`src/source/decode_pkg.sv`:
```
`default_nettype none

package decode_pkg;

  // core widths
  localparam int XLEN     = 32;
  localparam int REG_SEL  = 5;
  localparam int NUM_REGS = 32;

  // major opcodes handled by this stage
  typedef enum logic [6:0] {
    OPC_LOAD   = 7'b0000011,
    OPC_STORE  = 7'b0100011,
    OPC_BRANCH = 7'b1100011,
    OPC_JAL    = 7'b1101111,
    OPC_JALR   = 7'b1100111,
    OPC_OP_IMM = 7'b0010011,
    OPC_OP     = 7'b0110011,
    OPC_AUIPC  = 7'b0010111,
    OPC_LUI    = 7'b0110111
  } opcode_e;

  // alu operations, compares last
  typedef enum logic [3:0] {
    ALU_ADD,
    ALU_SUB,
    ALU_SLL,
    ALU_SLT,
    ALU_SLTU,
    ALU_XOR,
    ALU_SRL,
    ALU_SRA,
    ALU_OR,
    ALU_AND,
    ALU_SEQ,
    ALU_SNE,
    ALU_SGE,
    ALU_SGEU
  } alu_op_e;

  // reservation station classes
  typedef enum logic [2:0] {
    RS_ENT_ALU,
    RS_ENT_LDST,
    RS_ENT_BRANCH,
    RS_ENT_JAL,
    RS_ENT_JALR,
    RS_ENT_MUL,
    RS_ENT_DIV
  } rs_ent_e;

  typedef enum logic [2:0] {
    IMM_I,
    IMM_S,
    IMM_B,
    IMM_U,
    IMM_J
  } imm_type_e;

  // operand a and b sources
  typedef enum logic [1:0] {
    SRC_A_RS1,
    SRC_A_PC,
    SRC_A_ZERO
  } src_a_sel_e;

  typedef enum logic [1:0] {
    SRC_B_RS2,
    SRC_B_IMM,
    SRC_B_FOUR
  } src_b_sel_e;

  // multiply/divide request
  typedef enum logic [1:0] {
    MD_OP_MUL,
    MD_OP_DIV,
    MD_OP_REM
  } md_op_e;

  typedef enum logic [1:0] {
    MD_OUT_LO,
    MD_OUT_HI,
    MD_OUT_REM
  } md_out_sel_e;

endpackage

`default_nettype wire

```
`src/source/imm_gen.sv`:
```
`timescale 1ns/1ns
`default_nettype none

module imm_gen
  import decode_pkg::*;
(
  input  logic [XLEN-1:0] inst_i,
  input  imm_type_e       imm_type_i,
  output logic [XLEN-1:0] imm_o
);

  logic sign;

  // every format takes its sign from bit 31
  assign sign = inst_i[31];

  always_comb begin
    case (imm_type_i)
      IMM_I: imm_o = {{20{sign}}, inst_i[31:20]};
      IMM_S: imm_o = {{20{sign}}, inst_i[31:25], inst_i[11:7]};
      IMM_B: begin
        imm_o = {{19{sign}}, sign, inst_i[7], inst_i[30:25], inst_i[11:8], 1'b0};
      end
      IMM_U: imm_o = {inst_i[31:12], 12'b0};
      IMM_J: begin
        imm_o = {{11{sign}}, sign, inst_i[19:12], inst_i[20], inst_i[30:21], 1'b0};
      end
      default: imm_o = '0;
    endcase
  end

endmodule

`default_nettype wire

```
`src/source/rv32_decoder.sv`:
```
`timescale 1ns/1ns
`default_nettype none

module rv32_decoder
  import decode_pkg::*;
(
  input  logic [XLEN-1:0]    inst_i,
  output imm_type_e          imm_type_o,
  output logic [REG_SEL-1:0] rs1_o,
  output logic [REG_SEL-1:0] rs2_o,
  output logic [REG_SEL-1:0] rd_o,
  output src_a_sel_e         src_a_sel_o,
  output src_b_sel_e         src_b_sel_o,
  output logic               wr_reg_o,
  output logic               uses_rs1_o,
  output logic               uses_rs2_o,
  output logic               illegal_o,
  output alu_op_e            alu_op_o,
  output rs_ent_e            rs_ent_o,
  output logic [2:0]         dmem_size_o,
  output logic [2:0]         dmem_type_o,
  output md_op_e             md_op_o,
  output logic               md_in_1_signed_o,
  output logic               md_in_2_signed_o,
  output md_out_sel_e        md_out_sel_o
);

  // arithmetic funct3
  localparam logic [2:0] F3_ADD_SUB = 3'd0;
  localparam logic [2:0] F3_SLL     = 3'd1;
  localparam logic [2:0] F3_SLT     = 3'd2;
  localparam logic [2:0] F3_SLTU    = 3'd3;
  localparam logic [2:0] F3_XOR     = 3'd4;
  localparam logic [2:0] F3_SRL_SRA = 3'd5;
  localparam logic [2:0] F3_OR      = 3'd6;
  localparam logic [2:0] F3_AND     = 3'd7;
  // branch funct3, 2 and 3 are reserved
  localparam logic [2:0] F3_BEQ     = 3'd0;
  localparam logic [2:0] F3_BNE     = 3'd1;
  localparam logic [2:0] F3_BLT     = 3'd4;
  localparam logic [2:0] F3_BGE     = 3'd5;
  localparam logic [2:0] F3_BLTU    = 3'd6;
  localparam logic [2:0] F3_BGEU    = 3'd7;
  // M extension funct3
  localparam logic [2:0] F3_MUL     = 3'd0;
  localparam logic [2:0] F3_MULH    = 3'd1;
  localparam logic [2:0] F3_MULHSU  = 3'd2;
  localparam logic [2:0] F3_MULHU   = 3'd3;
  localparam logic [2:0] F3_DIV     = 3'd4;
  localparam logic [2:0] F3_DIVU    = 3'd5;
  localparam logic [2:0] F3_REM     = 3'd6;
  localparam logic [2:0] F3_REMU    = 3'd7;
  localparam logic [6:0] F7_MUL_DIV = 7'b0000001;

  opcode_e    opcode;
  logic [6:0] funct7;
  logic [2:0] funct3;
  logic       is_md;
  alu_op_e    alu_op_arith;
  rs_ent_e    rs_ent_md;

  assign opcode = opcode_e'(inst_i[6:0]);
  assign funct7 = inst_i[31:25];
  assign funct3 = inst_i[14:12];
  assign is_md  = (opcode == OPC_OP) && (funct7 == F7_MUL_DIV);

  assign rd_o  = inst_i[11:7];
  assign rs1_o = inst_i[19:15];
  assign rs2_o = inst_i[24:20];

  // size in the low two bits, bit 2 flags unsigned loads
  assign dmem_size_o = {1'b0, funct3[1:0]};
  assign dmem_type_o = funct3;

  always_comb begin
    imm_type_o  = IMM_I;
    src_a_sel_o = SRC_A_RS1;
    src_b_sel_o = SRC_B_IMM;
    wr_reg_o    = 1'b0;
    uses_rs1_o  = 1'b1;
    uses_rs2_o  = 1'b0;
    illegal_o   = 1'b0;
    rs_ent_o    = RS_ENT_ALU;
    alu_op_o    = ALU_ADD;
    case (opcode)
      OPC_LOAD: begin
        wr_reg_o = 1'b1;
        rs_ent_o = RS_ENT_LDST;
      end
      OPC_STORE: begin
        uses_rs2_o = 1'b1;
        imm_type_o = IMM_S;
        rs_ent_o   = RS_ENT_LDST;
      end
      OPC_BRANCH: begin
        uses_rs2_o  = 1'b1;
        imm_type_o  = IMM_B;
        src_b_sel_o = SRC_B_RS2;
        rs_ent_o    = RS_ENT_BRANCH;
        case (funct3)
          F3_BEQ:  alu_op_o = ALU_SEQ;
          F3_BNE:  alu_op_o = ALU_SNE;
          F3_BLT:  alu_op_o = ALU_SLT;
          F3_BGE:  alu_op_o = ALU_SGE;
          F3_BLTU: alu_op_o = ALU_SLTU;
          F3_BGEU: alu_op_o = ALU_SGEU;
          default: illegal_o = 1'b1;
        endcase
      end
      OPC_JAL: begin
        uses_rs1_o  = 1'b0;
        imm_type_o  = IMM_J;
        src_a_sel_o = SRC_A_PC;
        src_b_sel_o = SRC_B_FOUR;
        wr_reg_o    = 1'b1;
        rs_ent_o    = RS_ENT_JAL;
      end
      OPC_JALR: begin
        illegal_o   = (funct3 != 3'd0);
        src_a_sel_o = SRC_A_PC;
        src_b_sel_o = SRC_B_FOUR;
        wr_reg_o    = 1'b1;
        rs_ent_o    = RS_ENT_JALR;
      end
      OPC_OP_IMM: begin
        alu_op_o = alu_op_arith;
        wr_reg_o = 1'b1;
      end
      OPC_OP: begin
        uses_rs2_o  = 1'b1;
        src_b_sel_o = SRC_B_RS2;
        alu_op_o    = alu_op_arith;
        wr_reg_o    = 1'b1;
        if (is_md) begin
          rs_ent_o = rs_ent_md;
        end
      end
      OPC_AUIPC: begin
        uses_rs1_o  = 1'b0;
        src_a_sel_o = SRC_A_PC;
        imm_type_o  = IMM_U;
        wr_reg_o    = 1'b1;
      end
      OPC_LUI: begin
        uses_rs1_o  = 1'b0;
        src_a_sel_o = SRC_A_ZERO;
        imm_type_o  = IMM_U;
        wr_reg_o    = 1'b1;
      end
      default: illegal_o = 1'b1;
    endcase
  end

  // shared funct3 table for OP and OP_IMM
  always_comb begin
    case (funct3)
      F3_ADD_SUB: begin
        // immediate forms have no subtract
        alu_op_arith = ((opcode == OPC_OP) && funct7[5]) ? ALU_SUB : ALU_ADD;
      end
      F3_SLL:     alu_op_arith = ALU_SLL;
      F3_SLT:     alu_op_arith = ALU_SLT;
      F3_SLTU:    alu_op_arith = ALU_SLTU;
      F3_XOR:     alu_op_arith = ALU_XOR;
      F3_SRL_SRA: alu_op_arith = funct7[5] ? ALU_SRA : ALU_SRL;
      F3_OR:      alu_op_arith = ALU_OR;
      F3_AND:     alu_op_arith = ALU_AND;
      default:    alu_op_arith = ALU_ADD;
    endcase
  end

  // multiply/divide request, idle values unless M extension
  always_comb begin
    md_op_o          = MD_OP_MUL;
    md_in_1_signed_o = 1'b0;
    md_in_2_signed_o = 1'b0;
    md_out_sel_o     = MD_OUT_LO;
    rs_ent_md        = RS_ENT_MUL;
    if (is_md) begin
      case (funct3)
        F3_MUL: begin
          md_in_1_signed_o = 1'b1;
          md_in_2_signed_o = 1'b1;
        end
        F3_MULH: begin
          md_in_1_signed_o = 1'b1;
          md_in_2_signed_o = 1'b1;
          md_out_sel_o     = MD_OUT_HI;
        end
        F3_MULHSU: begin
          md_in_1_signed_o = 1'b1;
          md_out_sel_o     = MD_OUT_HI;
        end
        F3_MULHU: md_out_sel_o = MD_OUT_HI;
        F3_DIV: begin
          md_op_o          = MD_OP_DIV;
          md_in_1_signed_o = 1'b1;
          md_in_2_signed_o = 1'b1;
          rs_ent_md        = RS_ENT_DIV;
        end
        F3_DIVU: begin
          md_op_o   = MD_OP_DIV;
          rs_ent_md = RS_ENT_DIV;
        end
        F3_REM: begin
          md_op_o          = MD_OP_REM;
          md_in_1_signed_o = 1'b1;
          md_in_2_signed_o = 1'b1;
          md_out_sel_o     = MD_OUT_REM;
          rs_ent_md        = RS_ENT_DIV;
        end
        F3_REMU: begin
          md_op_o      = MD_OP_REM;
          md_out_sel_o = MD_OUT_REM;
          rs_ent_md    = RS_ENT_DIV;
        end
        default: md_op_o = MD_OP_MUL;
      endcase
    end
  end

endmodule

`default_nettype wire

```
`src/source/reg_status.sv`:
```
`timescale 1ns/1ns
`default_nettype none

module reg_status
  import decode_pkg::*;
(
  input  logic               clk_i,
  input  logic               arst_n_i,
  input  logic               inst_valid_i,
  input  logic [REG_SEL-1:0] rs1_i,
  input  logic [REG_SEL-1:0] rs2_i,
  input  logic [REG_SEL-1:0] rd_i,
  input  logic               uses_rs1_i,
  input  logic               uses_rs2_i,
  input  logic               wr_reg_i,
  input  logic               illegal_i,
  input  logic               wb_valid_i,
  input  logic [REG_SEL-1:0] wb_rd_i,
  output logic               rs1_busy_o,
  output logic               rs2_busy_o
);

  logic [NUM_REGS-1:0] busy_q;
  logic                set_en;
  logic                clr_en;

  // x0 is hardwired, so it never waits on a writer
  assign set_en = inst_valid_i && !illegal_i && wr_reg_i && (rd_i != '0);
  assign clr_en = wb_valid_i && (wb_rd_i != '0);

  always_ff @(posedge clk_i or negedge arst_n_i) begin
    if (!arst_n_i) begin
      busy_q <= '0;
    end else begin
      if (clr_en) begin
        busy_q[wb_rd_i] <= 1'b0;
      end
      // later assignment, so a new writer beats a retiring one
      if (set_en) begin
        busy_q[rd_i] <= 1'b1;
      end
    end
  end

  // lookup sees the table before this cycle's own update
  assign rs1_busy_o = uses_rs1_i && busy_q[rs1_i];
  assign rs2_busy_o = uses_rs2_i && busy_q[rs2_i];

endmodule

`default_nettype wire

```
`src/source/dispatch_reg.sv`:
```
`timescale 1ns/1ns
`default_nettype none

module dispatch_reg
  import decode_pkg::*;
(
  input  logic               clk_i,
  input  logic               arst_n_i,
  input  logic               inst_valid_i,
  input  rs_ent_e            rs_ent_i,
  input  alu_op_e            alu_op_i,
  input  src_a_sel_e         src_a_sel_i,
  input  src_b_sel_e         src_b_sel_i,
  input  logic [XLEN-1:0]    imm_i,
  input  logic [REG_SEL-1:0] rs1_i,
  input  logic [REG_SEL-1:0] rs2_i,
  input  logic [REG_SEL-1:0] rd_i,
  input  logic               wr_reg_i,
  input  logic [2:0]         dmem_size_i,
  input  logic [2:0]         dmem_type_i,
  input  md_op_e             md_op_i,
  input  logic               md_in_1_signed_i,
  input  logic               md_in_2_signed_i,
  input  md_out_sel_e        md_out_sel_i,
  input  logic               rs1_busy_i,
  input  logic               rs2_busy_i,
  input  logic               illegal_i,
  output logic               dispatch_valid_o,
  output rs_ent_e            rs_ent_o,
  output alu_op_e            alu_op_o,
  output src_a_sel_e         src_a_sel_o,
  output src_b_sel_e         src_b_sel_o,
  output logic [XLEN-1:0]    imm_o,
  output logic [REG_SEL-1:0] rs1_o,
  output logic [REG_SEL-1:0] rs2_o,
  output logic [REG_SEL-1:0] rd_o,
  output logic               wr_reg_o,
  output logic [2:0]         dmem_size_o,
  output logic [2:0]         dmem_type_o,
  output md_op_e             md_op_o,
  output logic               md_in_1_signed_o,
  output logic               md_in_2_signed_o,
  output md_out_sel_e        md_out_sel_o,
  output logic               rs1_busy_o,
  output logic               rs2_busy_o,
  output logic               illegal_o
);

  // one cycle pulse per accepted instruction
  always_ff @(posedge clk_i or negedge arst_n_i) begin
    if (!arst_n_i) begin
      dispatch_valid_o <= 1'b0;
    end else begin
      dispatch_valid_o <= inst_valid_i;
    end
  end

  // payload holds between strobes
  always_ff @(posedge clk_i) begin
    if (inst_valid_i) begin
      rs_ent_o         <= rs_ent_i;
      alu_op_o         <= alu_op_i;
      src_a_sel_o      <= src_a_sel_i;
      src_b_sel_o      <= src_b_sel_i;
      imm_o            <= imm_i;
      rs1_o            <= rs1_i;
      rs2_o            <= rs2_i;
      rd_o             <= rd_i;
      wr_reg_o         <= wr_reg_i;
      dmem_size_o      <= dmem_size_i;
      dmem_type_o      <= dmem_type_i;
      md_op_o          <= md_op_i;
      md_in_1_signed_o <= md_in_1_signed_i;
      md_in_2_signed_o <= md_in_2_signed_i;
      md_out_sel_o     <= md_out_sel_i;
      rs1_busy_o       <= rs1_busy_i;
      rs2_busy_o       <= rs2_busy_i;
      illegal_o        <= illegal_i;
    end
  end

endmodule

`default_nettype wire

```
`src/source/decode_unit.sv`:
```
`timescale 1ns/1ns
`default_nettype none

module decode_unit
  import decode_pkg::*;
(
  input  logic               clk_i,
  input  logic               arst_n_i,
  input  logic               inst_valid_i,
  input  logic [XLEN-1:0]    inst_i,
  input  logic               wb_valid_i,
  input  logic [REG_SEL-1:0] wb_rd_i,
  output logic               dispatch_valid_o,
  output rs_ent_e            rs_ent_o,
  output alu_op_e            alu_op_o,
  output src_a_sel_e         src_a_sel_o,
  output src_b_sel_e         src_b_sel_o,
  output logic [XLEN-1:0]    imm_o,
  output logic [REG_SEL-1:0] rs1_o,
  output logic [REG_SEL-1:0] rs2_o,
  output logic [REG_SEL-1:0] rd_o,
  output logic               wr_reg_o,
  output logic [2:0]         dmem_size_o,
  output logic [2:0]         dmem_type_o,
  output md_op_e             md_op_o,
  output logic               md_in_1_signed_o,
  output logic               md_in_2_signed_o,
  output md_out_sel_e        md_out_sel_o,
  output logic               rs1_busy_o,
  output logic               rs2_busy_o,
  output logic               illegal_o
);

  // decode-side fields ahead of the dispatch register
  imm_type_e          dec_imm_type;
  logic [REG_SEL-1:0] dec_rs1, dec_rs2, dec_rd;
  src_a_sel_e         dec_src_a_sel;
  src_b_sel_e         dec_src_b_sel;
  logic               dec_wr_reg, dec_uses_rs1, dec_uses_rs2, dec_illegal;
  alu_op_e            dec_alu_op;
  rs_ent_e            dec_rs_ent;
  logic [2:0]         dec_dmem_size, dec_dmem_type;
  md_op_e             dec_md_op;
  logic               dec_md_in_1_signed, dec_md_in_2_signed;
  md_out_sel_e        dec_md_out_sel;
  logic [XLEN-1:0]    dec_imm;
  logic               dec_rs1_busy, dec_rs2_busy;

  rv32_decoder i_decoder (
    .inst_i           (inst_i),
    .imm_type_o       (dec_imm_type),
    .rs1_o            (dec_rs1),
    .rs2_o            (dec_rs2),
    .rd_o             (dec_rd),
    .src_a_sel_o      (dec_src_a_sel),
    .src_b_sel_o      (dec_src_b_sel),
    .wr_reg_o         (dec_wr_reg),
    .uses_rs1_o       (dec_uses_rs1),
    .uses_rs2_o       (dec_uses_rs2),
    .illegal_o        (dec_illegal),
    .alu_op_o         (dec_alu_op),
    .rs_ent_o         (dec_rs_ent),
    .dmem_size_o      (dec_dmem_size),
    .dmem_type_o      (dec_dmem_type),
    .md_op_o          (dec_md_op),
    .md_in_1_signed_o (dec_md_in_1_signed),
    .md_in_2_signed_o (dec_md_in_2_signed),
    .md_out_sel_o     (dec_md_out_sel)
  );

  imm_gen i_imm_gen (
    .inst_i     (inst_i),
    .imm_type_i (dec_imm_type),
    .imm_o      (dec_imm)
  );

  reg_status i_reg_status (
    .clk_i        (clk_i),
    .arst_n_i     (arst_n_i),
    .inst_valid_i (inst_valid_i),
    .rs1_i        (dec_rs1),
    .rs2_i        (dec_rs2),
    .rd_i         (dec_rd),
    .uses_rs1_i   (dec_uses_rs1),
    .uses_rs2_i   (dec_uses_rs2),
    .wr_reg_i     (dec_wr_reg),
    .illegal_i    (dec_illegal),
    .wb_valid_i   (wb_valid_i),
    .wb_rd_i      (wb_rd_i),
    .rs1_busy_o   (dec_rs1_busy),
    .rs2_busy_o   (dec_rs2_busy)
  );

  dispatch_reg i_dispatch_reg (
    .clk_i            (clk_i),
    .arst_n_i         (arst_n_i),
    .inst_valid_i     (inst_valid_i),
    .rs_ent_i         (dec_rs_ent),
    .alu_op_i         (dec_alu_op),
    .src_a_sel_i      (dec_src_a_sel),
    .src_b_sel_i      (dec_src_b_sel),
    .imm_i            (dec_imm),
    .rs1_i            (dec_rs1),
    .rs2_i            (dec_rs2),
    .rd_i             (dec_rd),
    .wr_reg_i         (dec_wr_reg),
    .dmem_size_i      (dec_dmem_size),
    .dmem_type_i      (dec_dmem_type),
    .md_op_i          (dec_md_op),
    .md_in_1_signed_i (dec_md_in_1_signed),
    .md_in_2_signed_i (dec_md_in_2_signed),
    .md_out_sel_i     (dec_md_out_sel),
    .rs1_busy_i       (dec_rs1_busy),
    .rs2_busy_i       (dec_rs2_busy),
    .illegal_i        (dec_illegal),
    .dispatch_valid_o (dispatch_valid_o),
    .rs_ent_o         (rs_ent_o),
    .alu_op_o         (alu_op_o),
    .src_a_sel_o      (src_a_sel_o),
    .src_b_sel_o      (src_b_sel_o),
    .imm_o            (imm_o),
    .rs1_o            (rs1_o),
    .rs2_o            (rs2_o),
    .rd_o             (rd_o),
    .wr_reg_o         (wr_reg_o),
    .dmem_size_o      (dmem_size_o),
    .dmem_type_o      (dmem_type_o),
    .md_op_o          (md_op_o),
    .md_in_1_signed_o (md_in_1_signed_o),
    .md_in_2_signed_o (md_in_2_signed_o),
    .md_out_sel_o     (md_out_sel_o),
    .rs1_busy_o       (rs1_busy_o),
    .rs2_busy_o       (rs2_busy_o),
    .illegal_o        (illegal_o)
  );

endmodule

`default_nettype wire

```
`config.mk`:
```
export PLATFORM = sky130hd
export DESIGN_NAME = decode_unit
export DESIGN_NICKNAME = d
export VERILOG_FILES = /design/src/source/decode_pkg.sv /design/src/source/imm_gen.sv /design/src/source/rv32_decoder.sv /design/src/source/reg_status.sv /design/src/source/dispatch_reg.sv /design/src/source/decode_unit.sv
export SDC_FILE = /design/constraint.sdc
export NUM_CORES = 1
export LEC_CHECK = 0
export ABC_AREA = 0
export BUFFER_PORTS_ARGS = -buffer_cell sky130_fd_sc_hd__buf_4
export CORE_MARGIN = 2
export CORE_UTILIZATION = 45
export CTS_CLUSTER_SIZE = 16
export DETAILED_ROUTE_END_ITERATION = 7
export MAX_ROUTING_LAYER = met4
export PLACE_DENSITY = 0.67
export SETUP_SLACK_MARGIN = 0.3
export SYNTH_ARGS = -nofsm -noshare
export SYNTH_HDL_FRONTEND = slang
export SYNTH_SLANG_ARGS = --single-unit
```
`constraint.sdc`:
```
create_clock -name clk_i -period 3.54 [get_ports clk_i]
set_input_delay 0.885 -clock clk_i [delete_from_list [all_inputs] [get_ports clk_i]]
set_output_delay 0.885 -clock clk_i [all_outputs]
set_load 0.01 [all_outputs]
```
==> out/metrics.cfg, run 1 <==
[yosys]
synth_xor_area_frac = 0
netlist_area_mm2 = 0.00488
synth_async_sr_flop_share = 0.317
synthAdderAreaFrac = 0
synth-seq-cells = 104
synthMuxAreaShare = 0.0746
synth_nets = 431
synth_cell_types = 52
synth_compound_area_frac = 0.171
ys.flop_type = edfxtp_1
syn_area_per_cell_um2 = 12.5
synth_top_family_by_area = compound AO/OA/AOI/OAI gates
yosysWarnings = 0
syn_inst = 390
ys_seq_area_frac = 0.606
yosys-top-cells-area = edfxtp_1 44%, dfrtp_1 17%, o21ai_0 6.6%, mux4_2 6.0%, a21o_1 3.2%
synthSimpleGateAreaFrac = 0.112
synth_most_common_cell = edfxtp_1
synth_top_cells_by_count = 71 x edfxtp_1, 64 x o21ai_0, 33 x dfrtp_1, 21 x a21o_1, 21 x nor2_1
synth_edf_count = 71
yosys.area.top_type = edfxtp_1
synth_top_area_share = 0.437

[pwr]
swShare = 0.254
max-vdd-ir-drop_v = 0.000187
p_int_w = 0.00188
power_frac_comb = 0.138
p_leak_nw = 2.48
clkPwrFrac = 0.299
power_density_mw_per_mm2 = 421
p_seq_frac = 0.563
p_switching_w = 0.000640

[placed_design]
pre_cts_ws_ps = 858
hpwl_mm = 8.90
place.gp.congestion = 0.842
port_buffers = 114

[clock_tree]
cts_tree = done
cts_max_level = 3
cts_root_buffer = clkbuf_8
cts_resized = 0
cts_setup_buffers = 0
cts.clk_slew.worst_paths_ps = 90
cts_buffers = 9
clock_latency_ps = 370
cts_hold_buffers = 0
cts.sinks = 104
clock_path_buffers = 2

[global_routing]
grt_max_degree = 47
grt_use_total = 0.222
grt_first_pass_wirelength_mm = 18.8
antenna_found_initial = 0
grt_pass1_vias = 3401
grt_overflow = 0

[layout]
fillers = 906
seqCellArea_mm2 = 0.00296
diodes = 0
area_delta_synth_final_pct = 22.7
multi_input_area_mm2 = 0.00174
layout.nets = 529
drive_gt1_frac = 0.323

[critical_path]
crit_path_cell_trace = buf_4 > nor2_1 > and4_1 > buf_4 > a21o_1 > nor2_1 > a21o_1
worstPathMaxFanout = 21
max_stage_delay_ps = 370
cp.required_ps = 3670
arrival_ps = 2450
crit_type = input port to flip-flop
cpMaxStageDelayCell = a21o_1
critPathLaunchType = input port
end_kind = flip-flop

[floorplanning]
num_rows = 38
die_y_um = 108
coreArea_mm2 = 0.0107
ios = 116
initial_core_util = 0.456
die-width_um = 108
die-area_mm2 = 0.0117

[sta]
skew_ps = 10.9
max_freq_mhz = 431
final-max-slew-violation-count = 0
fin_crit_sh = 0.656
relSlewSlack = 0.531
setup_tns_ps = 0
rsz0062_at_grt = false
final-setup-viol-count = 0
worst_slack_ps = 1220
worstMarginPinSlew_ps = 702
hold_viol_final = 0
period_minus_slack_ps = 2320

[route]
first_pass_iters = 5
viasPerCell = 5.85
num_vias = 3706
wl_mm = 12.2
drc_errors = 0
ant_nets = 0
drt_iter0_drc = 230
wl_per_cell_um = 19.2

[status]
outcome = finished clean

[min_path]
hold_path_class = flip-flop to flip-flop

[job]
cap_violations = 0

layout make-up:
cell class                 count  share of cell area
clock inverter                 7              0.0136
inverter                       9             0.00564
sequential                   104               0.494
tap                          140              0.0293
multi-input combinational    248               0.291
clock buffer                   9              0.0207
timing repair buffer         116               0.145
state kept, by name, indices dropped and copies added (netlist names), 2 cells and up:
signal,count
i_dispatch_reg.dmem_type_o,3
i_dispatch_reg.rs_ent_o,3
i_dispatch_reg.md_out_sel_o,2
i_dispatch_reg.alu_op_o,4
i_dispatch_reg.imm_o,32
i_dispatch_reg.src_a_sel_o,2
i_dispatch_reg.rd_o,5
i_dispatch_reg.rs1_o,5
i_dispatch_reg.src_b_sel_o,2
i_dispatch_reg.md_op_o,2
i_dispatch_reg.rs2_o,5
i_reg_status.busy_q,32
worst max-delay path: cells and delay by family:
family	cells	cell delay, ps
AO/OA/AOI/OAI	2	580
AND/OR/NAND/NOR	3	590
buffers and inverters	2	400
final timing paths:
check / from / to / slack (ps) / cells past startpoint
max reg2reg: i_reg_status.busy_q[25] / i_dispatch_reg.rs2_busy_o / 1730 / 5
min: i_reg_status.busy_q[0] / i_reg_status.busy_q[0] / 420 / 0
min reg2reg: i_reg_status.busy_q[0] / i_reg_status.busy_q[0] / 420 / 0
min in group asynchronous: arst_n_i / i_reg_status.busy_q[7] / 440 / 1
max: inst_i[6] / i_dispatch_reg.imm_o[17] / 1220 / 7
max in group asynchronous: arst_n_i / i_reg_status.busy_q[14] / 2800 / 1
power by group through the flow:
stage                     combinational (W)  sequential (W)  clock (W)
final                              0.000347         0.00142   0.000754
after global routing               0.000378         0.00142   0.000812
after CTS                          0.000349         0.00142   0.000769
after detailed placement           0.000349         0.00144          0
after global placement             0.000345         0.00144          0
after floorplan                    0.000123         0.00147          0
per-stage QoR:
stage	area, um2	std cells	utilization	hold WS [ps]	power [W]
floorplan	4880	390	-	445	0.00159
global placement	5780	617	0.540	397	0.00179
detailed placement	5780	617	0.540	406	0.00179
CTS	5990	633	0.560	428	0.00254
global route	5990	633	0.560	446	0.00261
finish	5990	633	0.560	423	0.00252
cells in the final DEF (no fill, tap or decap), types with 2 or more instances in the layout:
master     count
o21ai_2        7
a21o_1        21
clkinv_4       4
edfxtp_1      71
nor2b_1        9
nand2b_1       5
a31oi_1        6
and3b_1        2
nor3b_1        2
a2111oi_0      2
nand3b_1      12
o22ai_1        2
o31ai_1        2
a211o_1        2
or3b_2         2
a22o_1         4
o32a_1         2
clkbuf_8       9
a311oi_1       2
a21oi_1        6
dfrtp_1       33
nand2_1       20
a211oi_1       4
mux4_2        13
inv_1          9
nand3_1        7
o21ai_0       64
mux2i_1        6
buf_4        116
nor2_1        21
nor3_1         6
cells by family after synthesis:
group / Yosys count
other: 1
buffers and inverters: 38
muxes: 20
AOI/OAI and AO/OA: 131
DFF: 104
and+or+nand+nor: 96
layer usage:
layer / global-route usage / wire (um)
met1: 0.319 / 5480
met2: 0.330 / 5730
met3: 0.0332 / 835
met4: 0.0641 / 133
met5: - / 0
Power figures use the tool's default switching activity.
==> run 2: changes to the inputs <==
- clock period: 3.54 -> 2.2 ns (I/O delays scaled with it)
==> out/metrics.cfg, run 2 (synthesis gave the netlist of run 1 again) <==
[route]
wl_per_cell_um = 18.5  ; -3.7%
drc_errors = 0  ; unchanged
wl_mm = 12.0  ; -1.7%
num_vias = 3646  ; -1.6%
first_pass_iters = 4  ; -1
ant_nets = 0  ; unchanged
drt_iter0_drc = 228  ; -0.87%
viasPerCell = 5.64  ; -3.6%

[sta]
worstMarginPinSlew_ps = 735  ; +32.9 ps
fin_crit_sh = 0.813
final-max-slew-violation-count = 0  ; unchanged
skew_ps = 9.39  ; -1.55 ps
setup_tns_ps = 0  ; unchanged
whs_ps = 98.8  ; -325 ps
max_freq_mhz = 559
relSlewSlack = 0.509  ; -0.0220
hold_viol_final = 0  ; unchanged
period_minus_slack_ps = 1790
rsz0062_at_grt = false
final-setup-viol-count = 0  ; unchanged

[layout]
area_delta_synth_final_pct = 24.7
final_util = 0.569  ; +0.00912
diodes = 0  ; unchanged
final_cell_mix = 128 x buf_4, 71 x edfxtp_1, 64 x o21ai_0
reg.largest.list = i_dispatch_reg.imm_o (32), i_reg_status.busy_q (32)
final_area_mm2 = 0.00608  ; +1.6%
drive_gt1_frac = 0.340  ; +0.0174
final_common_cell = buf_4
layout.nets = 542  ; +2.5%
fillers = 935  ; +3.2%

[job]
cap_violations = 0  ; unchanged

[critical_path]
cp.required_ps = 2320  ; -1350 ps
end_kind = flip-flop
crit_type = flip-flop to flip-flop
critPathLaunchType = flip-flop
arrival_ps = 1910  ; -540 ps
worstPathMaxFanout = 3  ; -86%

[pwr]
p_switching_w = 0.00104  ; +62%
p_int_w = 0.00292  ; +56%
p_seq_frac = 0.575  ; +0.012
power_frac_comb = 0.144  ; +0.006
clkPwrFrac = 0.280  ; -0.019
finalPower_w = 0.00396  ; +57%
p_leak_nw = 2.53  ; +2.2%
max-vdd-ir-drop_v = 0.000274  ; +46%
swShare = 0.262  ; +0.00782
power_density_mw_per_mm2 = 651  ; +55%

[global_routing]
grt_pass1_vias = 3574  ; +5.1%
grt_overflow = 0  ; unchanged
grt_use_total = 0.218  ; -0.00332
grt_first_pass_wirelength_mm = 18.8  ; -0.37%
antenna_found_initial = 0  ; unchanged
grt_max_degree = 73  ; +55%

[clock_tree]
cts_root_buffer = clkbuf_8
cts_tree = done
cts_max_level = 3  ; unchanged
clock_path_buffers = 2  ; unchanged
clock_latency_ps = 370  ; about the same
cts_hold_buffers = 0  ; unchanged
cts.clk_slew.worst_paths_ps = 100  ; about the same
cts.sinks = 104  ; unchanged
cts_setup_buffers = 0  ; unchanged
cts_buffers = 9  ; unchanged
cts_resized = 0  ; unchanged

[floorplanning]
initial_core_util = 0.456  ; unchanged
die-width_um = 108  ; unchanged
die_y_um = 108  ; unchanged
die-area_mm2 = 0.0117  ; unchanged
num_rows = 38  ; unchanged
coreArea_mm2 = 0.0107  ; unchanged
ios = 116  ; unchanged

[status]
outcome = finished clean

[placed_design]
hpwl_mm = 8.85  ; -0.50%
port_buffers = 114  ; unchanged
place.gp.congestion = 0.862  ; +2.3%
place_area_mm2 = 0.00591  ; +2.2%

[min_path]
hold_path_class = input port to asynchronous set/reset pin

==> run 2: power by group through the flow <==
stage	registers, W	clock network, W	logic, W
final	0.00228	0.00111	0.000571
after global routing	0.00229	0.00121	0.000623
after CTS	0.00228	0.00113	0.000576
after detailed placement	0.00232	0	0.000574
after global placement	0.00232	0	0.000568
after floorplan	0.00236	0	0.000206
==> run 2: final cells by class <==
class	count	area, um2	area share
inverter	9	33.8	0.00555
tap	140	175	0.0288
clock inverter	7	52.6	0.00864
clock buffer	9	124	0.0204
timing repair buffer	129	981	0.161
multi-input combinational	248	1760	0.289
sequential	104	2960	0.486
==> run 2: critical path: stages (launching register included) <==
cell and delay, ps:
dfrtp_1 430, mux4_2 480, mux4_2 470, nor2_1 100, a211oi_1 50
==> run 2: worst paths after layout <==
path / slack (ps) / to / start / depth (start not counted)
worst max register to register: 410 / i_dispatch_reg.rs2_busy_o / i_reg_status.busy_q[15] / 4
worst min register to register: 420 / i_reg_status.busy_q[0] / i_reg_status.busy_q[0] / 0
max in group asynchronous: 1790 / i_reg_status.busy_q[31] / arst_n_i / 1
worst max-delay path: 410 / i_dispatch_reg.rs2_busy_o / i_reg_status.busy_q[15] / 4
worst min-delay path: 100 / i_reg_status.busy_q[14] / arst_n_i / 1
min in group clk_i: 390 / i_dispatch_reg.imm_o[31] / inst_i[31] / 1
==> run 2: routing by layer <==
| metal | track usage | share of wire | vias up |
|---|---|---|---|
| met3 | 0.0434 | 0.063 | 25 |
| met2 | 0.345 | 0.48 | 140 |
| li1 | - | - | 1700 |
| met4 | 0.0870 | 0.024 | 0 |
| met5 | - | 0 | - |
| met1 | 0.278 | 0.44 | 1781 |
==> run 2: metrics by stage <==
stage	setup slack (ps)	instances
floorplan	203	390
global placement	37.6	630
detailed placement	47.8	630
CTS	407	646
global route	314	646
finish	410	646
==> run 3: changes to the inputs <==
- clock period: 2.2 -> 1.8 ns (I/O delays scaled with it)
==> out/metrics.cfg, run 3 (synthesis gave the netlist of run 1 again) <==
[route]
drc_errors = 0  ; unchanged
num_vias = 3814  ; +4.6%
wl_per_cell_um = 18.6  ; +0.61%
first_pass_iters = 6  ; +2
viasPerCell = 5.58  ; -1.2%
ant_nets = 0  ; unchanged
drt_iter0_drc = 185  ; -19%
wl_mm = 12.8  ; +6.5%

[floorplanning]
initial_core_util = 0.456  ; unchanged
die-width_um = 108  ; unchanged
die_y_um = 108  ; unchanged
ios = 116  ; unchanged
die-area_mm2 = 0.0117  ; unchanged
coreArea_mm2 = 0.0107  ; unchanged
num_rows = 38  ; unchanged

[clock_tree]
cts_max_level = 3  ; unchanged
cts.sinks = 104  ; unchanged
cts.clk_slew.worst_paths_ps = 110  ; about the same
cts_hold_buffers = 0  ; unchanged
cts_buffers = 9  ; unchanged
clock_latency_ps = 380  ; about the same
cts_root_buffer = clkbuf_8
clock_path_buffers = 2  ; unchanged
cts_tree = done

[global_routing]
antenna_found_initial = 0  ; unchanged
grt_pass1_vias = 3700  ; +3.5%
grt_max_degree = 73  ; unchanged
grt_overflow = 0  ; unchanged
grt_first_pass_wirelength_mm = 19.7  ; +4.8%
grt_use_total = 0.230  ; +0.0121

[sta]
final-max-slew-violation-count = 0  ; unchanged
relSlewSlack = 0.488  ; -0.0209
fin_crit_sh = 0.967  ; +0.154
worstMarginPinSlew_ps = 766  ; +31.2 ps
whs_ps = -5.49  ; -104 ps
max_freq_mhz = 574  ; +2.8%
rsz0062_at_grt = true
hold_viol_final = 7  ; +7
period_minus_slack_ps = 1740  ; -48.7 ps
final-setup-viol-count = 0  ; unchanged
setup_tns_ps = 0  ; unchanged
skew_ps = 12.1  ; +2.69 ps

[critical_path]
max_stage_delay_ps = 480  ; about the same
arrival_ps = 1870  ; -40 ps
cpMaxStageDelayCell = mux4_2
critPathLaunchType = flip-flop
crit_type = flip-flop to flip-flop
end_kind = flip-flop
worstPathMaxFanout = 3  ; unchanged
cp.required_ps = 1930  ; -390 ps
path_common_cell = mux4_2
crit_path_cell_trace = mux4_2 > mux4_2 > nor2_2 > a211oi_1

[placed_design]
place.gp.congestion = 0.858  ; -0.36%
hpwl_mm = 9.42  ; +6.4%
port_buffers = 114  ; unchanged

[pwr]
power_density_mw_per_mm2 = 751  ; +15%
p_leak_nw = 2.77  ; +9.2%
max-vdd-ir-drop_v = 0.000326  ; +19%

[layout]
diodes = 0  ; unchanged
final_util = 0.615  ; +0.0458
drive_gt1_frac = 0.434  ; +0.0939
reg.largest.list = i_dispatch_reg.imm_o (32), i_reg_status.busy_q (32)
final_cell_mix = 155 x buf_4, 71 x edfxtp_1, 42 x o21ai_0
final_common_cell = buf_4
layout.nets = 580  ; +7.0%
area_delta_synth_final_pct = 34.7

[job]
cap_violations = 0  ; unchanged

[status]
outcome = finished, violations left
violations = hold timing

[min_path]
hold_path_class = input port to asynchronous set/reset pin

==> run 3: worst paths after layout <==
kind                                         startpoint                            end  slack [ps]  depth (start not counted)
worst max register to register  i_reg_status.busy_q[15]      i_dispatch_reg.rs2_busy_o          60                          4
min in group clk_i                           inst_i[14]  i_dispatch_reg.dmem_type_o[2]         290                          1
max in group asynchronous                      arst_n_i        i_reg_status.busy_q[16]        1500                          1
worst min register to register   i_reg_status.busy_q[0]         i_reg_status.busy_q[0]         420                          0
worst max-delay path            i_reg_status.busy_q[15]      i_dispatch_reg.rs2_busy_o          60                          4
worst min-delay path                           arst_n_i         i_reg_status.busy_q[2]          -5                          1
==> run 3: cell type report <==
| class | instances | area [um2] |
|---|---|---|
| fillers | 860 | 4120 |
| flip-flops and latches | 104 | 2960 |
| multi-input cells | 249 | 1900 |
| repair buffers | 166 | 1320 |
| well taps | 140 | 175 |
| clock buffers | 9 | 124 |
| clock inverters | 7 | 62.6 |
| inverters | 9 | 33.8 |
==> run 3: worst max-delay path, delay by kind of cell (launching register included) <==
kind            cells  cell delay, ps
compound gates      1              50
flops               1             420
mux                 2             950
simple gates        1              90
==> run 3: repair_timing <==
item / in CTS / in global routing
pin swaps: 5 / 10
endpoints found under the setup margin: 11 / 29
buffers inserted: 3 / 1
cloned: 0 / 1
gates resized for setup: 6 / 25
==> run 3: power breakdown <==
group          internal (W)  total [W]  switching, W
sequential          0.00272    0.00278     0.0000638
combinational      0.000383   0.000784      0.000401
clock              0.000529    0.00137      0.000840
total               0.00363    0.00494       0.00131
==> run 3: routing by layer <==
metal / vias to the layer above / share of wire / GRT usage
li1: 1788 / - / -
met4: 0 / 0.021 / 0.0888
met5: - / 0 / -
met2: 137 / 0.50 / 0.372
met3: 19 / 0.059 / 0.0283
met1: 1870 / 0.42 / 0.301
==> run 3: through the flow <==
step | cells | instance area (um2) | total power (W) | setup WS (ps)
finish | 684 | 6580 | 0.00494 | 59.0
global route | 684 | 6580 | 0.00514 | 0.216
CTS | 682 | 6450 | 0.00495 | 61.6
detailed placement | 663 | 6220 | 0.00360 | -179
global placement | 663 | 6220 | 0.00359 | -154
floorplan | 390 | 5010 | 0.00315 | -96.5
